===== src/design/cpu_pkg.sv =====
package cpu_pkg;

	localparam int CPU_REG_WIDTH   = 32;	// general register width.
	localparam int CPU_ADDR_WIDTH  = 32;	// byte address width.
	localparam int CPU_REGNO_WIDTH = 5;	// register number width.

	localparam int DMEM_AW    = 8;		// data RAM word address bits.
	localparam int DMEM_WORDS = 256;	// data RAM depth in words.

	// writes to r0 are discarded by the register file
	localparam logic [CPU_REGNO_WIDTH-1:0] REG_R0 = '0;

	typedef enum logic [3:0]
	{
		ALU_ADD  = 4'd0,	// a + b.
		ALU_SUB  = 4'd1,	// a - b.
		ALU_AND  = 4'd2,
		ALU_OR   = 4'd3,
		ALU_XOR  = 4'd4,
		ALU_NOR  = 4'd5,
		ALU_SLT  = 4'd6,	// signed less than.
		ALU_SLTU = 4'd7,	// unsigned less than.
		ALU_SLL  = 4'd8,	// a shifted by b[4:0].
		ALU_SRL  = 4'd9,
		ALU_SRA  = 4'd10,	// keeps sign of a.
		ALU_LUI  = 4'd11	// b moved to upper half.
	} alu_op_t;

	typedef enum logic [2:0]
	{
		INPT_RSRT  = 3'd0,	// a = rs, b = rt.
		INPT_RTRS  = 3'd1,	// a = rt, b = rs.
		INPT_RSIMM = 3'd2,	// a = rs, b = imm.
		INPT_RTIMM = 3'd3,	// a = rt, b = imm.
		INPT_PCIMM = 3'd4	// a = pc_p1, b = imm.
	} alu_inpt_t;

	typedef enum logic [3:0]
	{
		JMP_NONE = 4'd0,	// not a control transfer.
		JMP_J    = 4'd1,	// unconditional, pc relative.
		JMP_JR   = 4'd2,	// unconditional, register target.
		JMP_BLTZ = 4'd3,
		JMP_BGEZ = 4'd4,
		JMP_BEQ  = 4'd5,
		JMP_BNE  = 4'd6,
		JMP_BLEZ = 4'd7,
		JMP_BGTZ = 4'd8
	} jump_t;

	typedef enum logic [2:0]
	{
		LSU_IDLE = 3'd0,	// no memory access.
		LSU_LB   = 3'd1,
		LSU_LH   = 3'd2,
		LSU_LW   = 3'd3,
		LSU_SB   = 3'd4,
		LSU_SH   = 3'd5,
		LSU_SW   = 3'd6
	} lsu_op_t;

endpackage


===== src/design/lsu_stage.sv =====
module lsu_stage
	import cpu_pkg::*;
(
	input  logic                       clk,
	input  logic                       nrst,
	input  logic                       i_stall,
	input  logic [CPU_REGNO_WIDTH-1:0] i_rd_no,
	input  logic [CPU_REG_WIDTH-1:0]   i_alu_result,
	input  lsu_op_t                    i_lsu_op,
	input  logic                       i_lsu_ext,
	input  logic [CPU_REG_WIDTH-1:0]   i_mem_data,
	input  logic [CPU_REG_WIDTH-1:0]   i_rdata,
	output logic [DMEM_AW-1:0]         o_addr,
	output logic [3:0]                 o_be,
	output logic                       o_we,
	output logic [CPU_REG_WIDTH-1:0]   o_wdata,
	output logic [CPU_REGNO_WIDTH-1:0] o_wb_rd_no,
	output logic [CPU_REG_WIDTH-1:0]   o_wb_data
);

	logic [1:0]               lane;			// byte offset in word.
	logic                     is_store;
	logic                     is_load;
	logic [7:0]               ld_byte;		// addressed byte.
	logic [15:0]              ld_half;		// addressed halfword.
	logic [CPU_REG_WIDTH-1:0] ld_value;		// extended load data.
	logic [CPU_REG_WIDTH-1:0] wb_next;

	assign lane   = i_alu_result[1:0];
	assign o_addr = i_alu_result[DMEM_AW+1:2];	// word address.

	assign is_store = (i_lsu_op == LSU_SB) || (i_lsu_op == LSU_SH) || (i_lsu_op == LSU_SW);
	assign is_load  = (i_lsu_op == LSU_LB) || (i_lsu_op == LSU_LH) || (i_lsu_op == LSU_LW);

	// store lanes, data replicated and enables select
	always_comb
	begin
		case (i_lsu_op)
			LSU_SB:
			begin
				o_be    = 4'b0001 << lane;
				o_wdata = {4{i_mem_data[7:0]}};
			end
			LSU_SH:
			begin
				o_be    = lane[1] ? 4'b1100 : 4'b0011;	// bit 0 ignored.
				o_wdata = {2{i_mem_data[15:0]}};
			end
			LSU_SW:
			begin
				o_be    = 4'b1111;
				o_wdata = i_mem_data;
			end
			default:
			begin
				o_be    = 4'b0000;	// loads and idle.
				o_wdata = i_mem_data;
			end
		endcase
	end

	assign o_we = is_store && !i_stall;	// no write while held.

	// load lane shifted down
	assign ld_byte = i_rdata[8*lane +: 8];
	assign ld_half = lane[1] ? i_rdata[31:16] : i_rdata[15:0];

	always_comb
	begin
		case (i_lsu_op)
			LSU_LB:
				ld_value = {{24{i_lsu_ext & ld_byte[7]}}, ld_byte};
			LSU_LH:
				ld_value = {{16{i_lsu_ext & ld_half[15]}}, ld_half};
			default:
				ld_value = i_rdata;	// LSU_LW.
		endcase
	end

	assign wb_next = is_load ? ld_value : i_alu_result;

	always_ff @(posedge clk or negedge nrst)
	begin
		if (!nrst)
		begin
			o_wb_rd_no <= REG_R0;
			o_wb_data  <= '0;
		end
		else if (!i_stall)
		begin
			o_wb_rd_no <= i_rd_no;
			o_wb_data  <= wb_next;
		end
	end

endmodule


===== config.mk =====
export PLATFORM = sky130hd
export DESIGN_NAME = lsu_stage
export DESIGN_NICKNAME = d
export VERILOG_FILES = /design/src/design/cpu_pkg.sv /design/src/design/lsu_stage.sv
export SDC_FILE = /design/constraint.sdc
export NUM_CORES = 1
export LEC_CHECK = 0
export BUFFER_PORTS_ARGS = -buffer_cell sky130_fd_sc_hd__buf_2
export CAP_MARGIN = 20
export CORE_MARGIN = 3
export CORE_UTILIZATION = 44
export DETAILED_ROUTE_END_ITERATION = 10
export GPL_TIMING_DRIVEN = 1
export PLACE_DENSITY = 0.81
export SETUP_SLACK_MARGIN = 0.5
export SYNTH_ARGS = -nofsm -noshare
export SYNTH_HDL_FRONTEND = slang
export SYNTH_SLANG_ARGS = --single-unit
export TNS_END_PERCENT = 5

===== constraint.sdc =====
create_clock -name clk -period 2.7 [get_ports clk]
set_input_delay 0.54 -clock clk [delete_from_list [all_inputs] [get_ports clk]]
set_output_delay 0.54 -clock clk [all_outputs]
set_load 0.03 [all_outputs]

-- Word level (Yosys, flattened, before mapping)
Cells that the tools add are included.
- input port bits: 108
- output and inout port bits: 82
- word-level logic and storage cells: 24
- flip-flop bits (word level): 37
- reductions and logical operators: 6
- shift operators: 2
- muxes and demuxes: 6
- eq/ne operators: 6
- bitwise logic cells: 2
- operators with widths (kind ; count):
    case mux 32 bit (2 select lines) ; 2
    two-way mux 32 bit ; 1
    indexed part select 32 x 6 -> 8 bit ; 1
    two-way mux 16 bit ; 1
    case mux 4 bit (3 select lines) ; 1
    equality test 3 bit, second input constant ; 3
    equality test 3 x 2 -> 1 bit, second input constant ; 2
    logical OR 1 bit ; 4
    two-way mux 4 bit ; 1
    left shift 1 x 2 -> 4 bit, first input constant ; 1
    equality test 3 x 1 -> 1 bit, second input constant ; 1
    bitwise AND 1 bit ; 2
    logical AND 1 bit ; 1
    zero test 1 bit ; 1

-- Logic depth before layout (Yosys ltp)
- depth in word-level cells: 4
- gate-level depth with buffers: 7
- depth with buffers taken out: 4

-- Least setup slack after synthesis
Ideal clock, no wire load.
- path type: input port to output port
- start: input port i_lsu_op[1]
- end: output port o_wdata[29]
- required time: 2.160 ns
- arrival time: 2.079 ns
- setup slack: 0.081 ns
- stages on the path: 6
- cell sequence: buf_4 > buf_2 > inv_1 > nand2_1 > clkbuf_1 > o21ai_0
- longest elaborated chain between the ends: 2
- elaborated cells on any way between the ends: 3
- classes of those cells: 2 x eq/ne; 1 x mux
- RTL lines (item ; RTL line ; text):
    from (decl) ; lsu_stage.sv:9 ; input lsu_op_t i_lsu_op,
    equality test 3 bit ; lsu_stage.sv:38 ; case (i_lsu_op)
    case mux 32 bit (2 select lines) * ; lsu_stage.sv:38 ;
    to (decl) ; lsu_stage.sv:16 ; output logic [CPU_REG_WIDTH-1:0] o_wdata,
Every way passes the cells marked *; elsewhere a longest branch is shown, timed or not.

-- Worst setup path in the final report
- start: input port i_lsu_op[1]
- end: output port o_wdata[10]
Same word-level chain as after synthesis.

==> impl_metrics.yaml <==
logic_synthesis:
  yosysWarnings: 0
  synth_cell_type_count: 44
  postSynthNetCount: 488
  syn_avg_cell_area_um2: 8.324
  yosysTopAreaCellShare_pct: 29.27
  async_flop_share_pct: 100.0
  syn_area_um2: 3163
  synthCells: 380
  synth_area_leaders: "dfrtp_1, mux2_2, nand2_1"
  ys_seq_area_share_pct: 29.27
  ys.flop_type: "dfrtp_1"
  synth.ff_latch_count: 37
  synth_edf_count: 0
  synth_top_area_cell: "dfrtp_1"
routing:
  wl_met3_um: 721
  wl_um: 10240
  dr_wl_met2_um: 5002
  drt_iter0_markers: 226
  drc: 0
  routedWlPerCell_um: 16.30
  vias: 3420
  vias_per_cell: 5.446
  ant_nets: 0
  met1_length_um: 4314
  first_pass_iters: 4
  highest_layer: "met4"
timing:
  setup_tns_ps: 0
  finalHoldViolCount: 0
  worstMarginPinSlew_ps: 851.2
  setup_viol: 0
  fin_crit_ps: 2218
  post-route-period-util_pct: 82.16
  relSlewSlack_pct: 43.25
  rsz0062_at_grt: "yes"
  clock_skew_ps: 0
  slew_viol_final: 0
  fmax_mhz: 450.8
  setup_slack_ps: 481.6
grt:
  grt.total_usage_pct: 23.38
  overflow: 0
  grt_max_degree: 38
  antenna_found_initial: 0
  grt_pass1_vias: 3281
  grt_pass1_wl_um: 15880
pwr:
  netSwitchingFraction_pct: 40.96
  intPower_mw: 1.118
  irDropWorstVdd_mv: 0.3508
  p_sw_mw: 0.7754
  powerDensity_nw_per_um2: 453.4
  pwr-share-comb_pct: 43.9
  p_seq_share_pct: 34.7
  pwr-share-clk_pct: 21.4
  power.total_mw: 1.893
  leakage_nw: 2.107
worst_hold_path:
  hp-class: "in -> async"
placed_design:
  place_hpwl_um: 7966
  gp_congestion: 0.8455
  place_ws_ps: 363.8
  port_buffers: 189
setup_path:
  path_class: "in -> out"
  r2r_setup_slack_ps: 1920
  end_kind: "output port"
  r2r_start: "o_wb_rd_no[3]"
  reg2reg_depth: 1
  arrival_ps: 1680
  start_kind: "primary input"
  path_cells: "buf_2, inv_2, nand2_4, nor2_4, mux2_4, buf_2"
  r2r-end: "o_wb_rd_no[3]"
  cp_max_fo: 8
  cp_slowest_stage_delay_ps: 330
  critPathRequiredTime_ps: 2160
  crit_top_cell: "buf_2"
  cpMaxStageDelayCell: "mux2_4"
clock_tree:
  cts_tree: "yes"
  cts_setup_buffers: 0
  cts.clk_slew.worst_paths_ps: 70
  cts_buffers: 5
  insertion_delay_ps: 280
  h-tree-depth: 2
  root_buffer: "clkbuf_8"
  cts_sinks: 37
  clk_path_buf_depth: 2
floorplan:
  initial_core_util_pct: 46.05
  die-height_um: 90.79
  core_um2: 6869
  ios: 190
  rows: 30
  die_w_um: 90.79
  dieArea_um2: 8242
cells_and_area:
  n_antenna_cell: 0
  final_nets: 640
  syn2layout_area_growth_pct: 32.00
  post-route-util_pct: 60.78
  drive_gt1_share_pct: 47.93
run:
  maxCapViolCount: 0
run_status:
  outcome: "finished, final reports clean"
==> synth_stat cells (2+ instances only) <==
library cell,count
nand2_1,57
dfrtp_1,37
nor2_1,32
mux2_2,28
buf_4,21
o31ai_1,21
inv_1,17
o21bai_1,17
a31oi_1,16
clkbuf_1,16
o21ai_0,15
o211ai_1,14
a21oi_1,12
buf_2,11
mux2i_1,9
a211o_1,8
a32o_1,7
a211oi_1,6
o221ai_1,5
nand2b_1,3
a2111oi_4,2
clkbuf_2,2
nor2b_1,2
nor3b_1,2
==> layer usage <==
layer  GRT usage (%)  up-vias
met4           6.030        0
met2           39.41      145
met1           30.02     1591
met5               0        -
li1                -     1664
met3           5.667       20
==> logic make-up (layout without fill, tap and decap cells) <==
logic type / Yosys count / in the layout / share of synthesized area [%]
xor gates and xnor gates: 1 / 1 / 0.5144
AOI/OAI and AO/OA: 129 / 129 / 30.58
buffers and inverters: 70 / 222 / 11.55
DFF: 37 / 37 / 29.27
and+or+nand+nor: 105 / 105 / 14.56
muxes: 38 / 38 / 13.53
==> layout by cell type (no fill, tap or decap), types with 14 or more instances in the layout <==
cell type,synthesis,layout
buf_2,11,188
nand2_1,57,56
dfrtp_1,37,37
nor2_1,32,32
o31ai_1,21,21
o21bai_1,17,17
mux2_2,28,16
inv_1,17,16
a31oi_1,16,16
o211ai_1,14,14
==> critical path, delay by kind of cell <==
family,cells,cell delay (ps)
multiplexers,1,330
AND/OR/NAND/NOR,2,380
buffers and inverters,3,420
==> sequential cells by signal (all words and copies together), names as in the netlist <==
register    flops
o_wb_data      32
o_wb_rd_no      5
==> power by group through the flow <==
stage          Sequential, mW  Combinational [mW]  Clock [mW]
2_1_floorplan           0.807               0.431           0
3_3_place_gp            0.665               0.815           0
3_5_place_dp            0.667               0.830           0
4_1_cts                 0.657               0.833       0.411
5_1_grt                 0.665               0.890       0.428
6_report                0.657               0.831       0.405
==> worst max-delay path by stage <==
stage	start	to	slack (ps)	cells after the start
after global routing	i_lsu_op[1]	o_wdata[15]	430	6
after global placement	i_lsu_op[0]	o_wb_data[13]	440	6
after detailed placement	i_lsu_op[0]	o_wb_data[15]	360	6
final	i_lsu_op[1]	o_wdata[10]	480	6
after CTS	i_lsu_op[1]	o_wdata[10]	480	6
after floorplan	i_lsu_op[1]	o_wdata[10]	440	6
==> stage by stage <==
step	instance area, µm²	instances	hold WS, ps
after floorplan	3261	380	244.4
after global placement	4083	621	460.1
after detailed placement	4083	621	466.2
after CTS	4172	628	391.1
after global routing	4175	628	410.7
final	4175	628	355.9
==> repair_timing <==
item / 4_1_cts / 5_1_grt
gates resized for setup: 1 / 1
endpoints found under the setup margin: 17 / 16
hold buffers: 0 / 0
==> final cells by class <==
cell class / count / area [µm²]
fillers: 614 / 2694
multi-input cells: 273 / 1963
flip-flops and latches: 37 / 925.9
well taps: 96 / 120.1
inverters: 18 / 67.56
clock buffers: 7 / 86.33
repair buffers: 197 / 1012
Power figures use the tool's default switching activity.
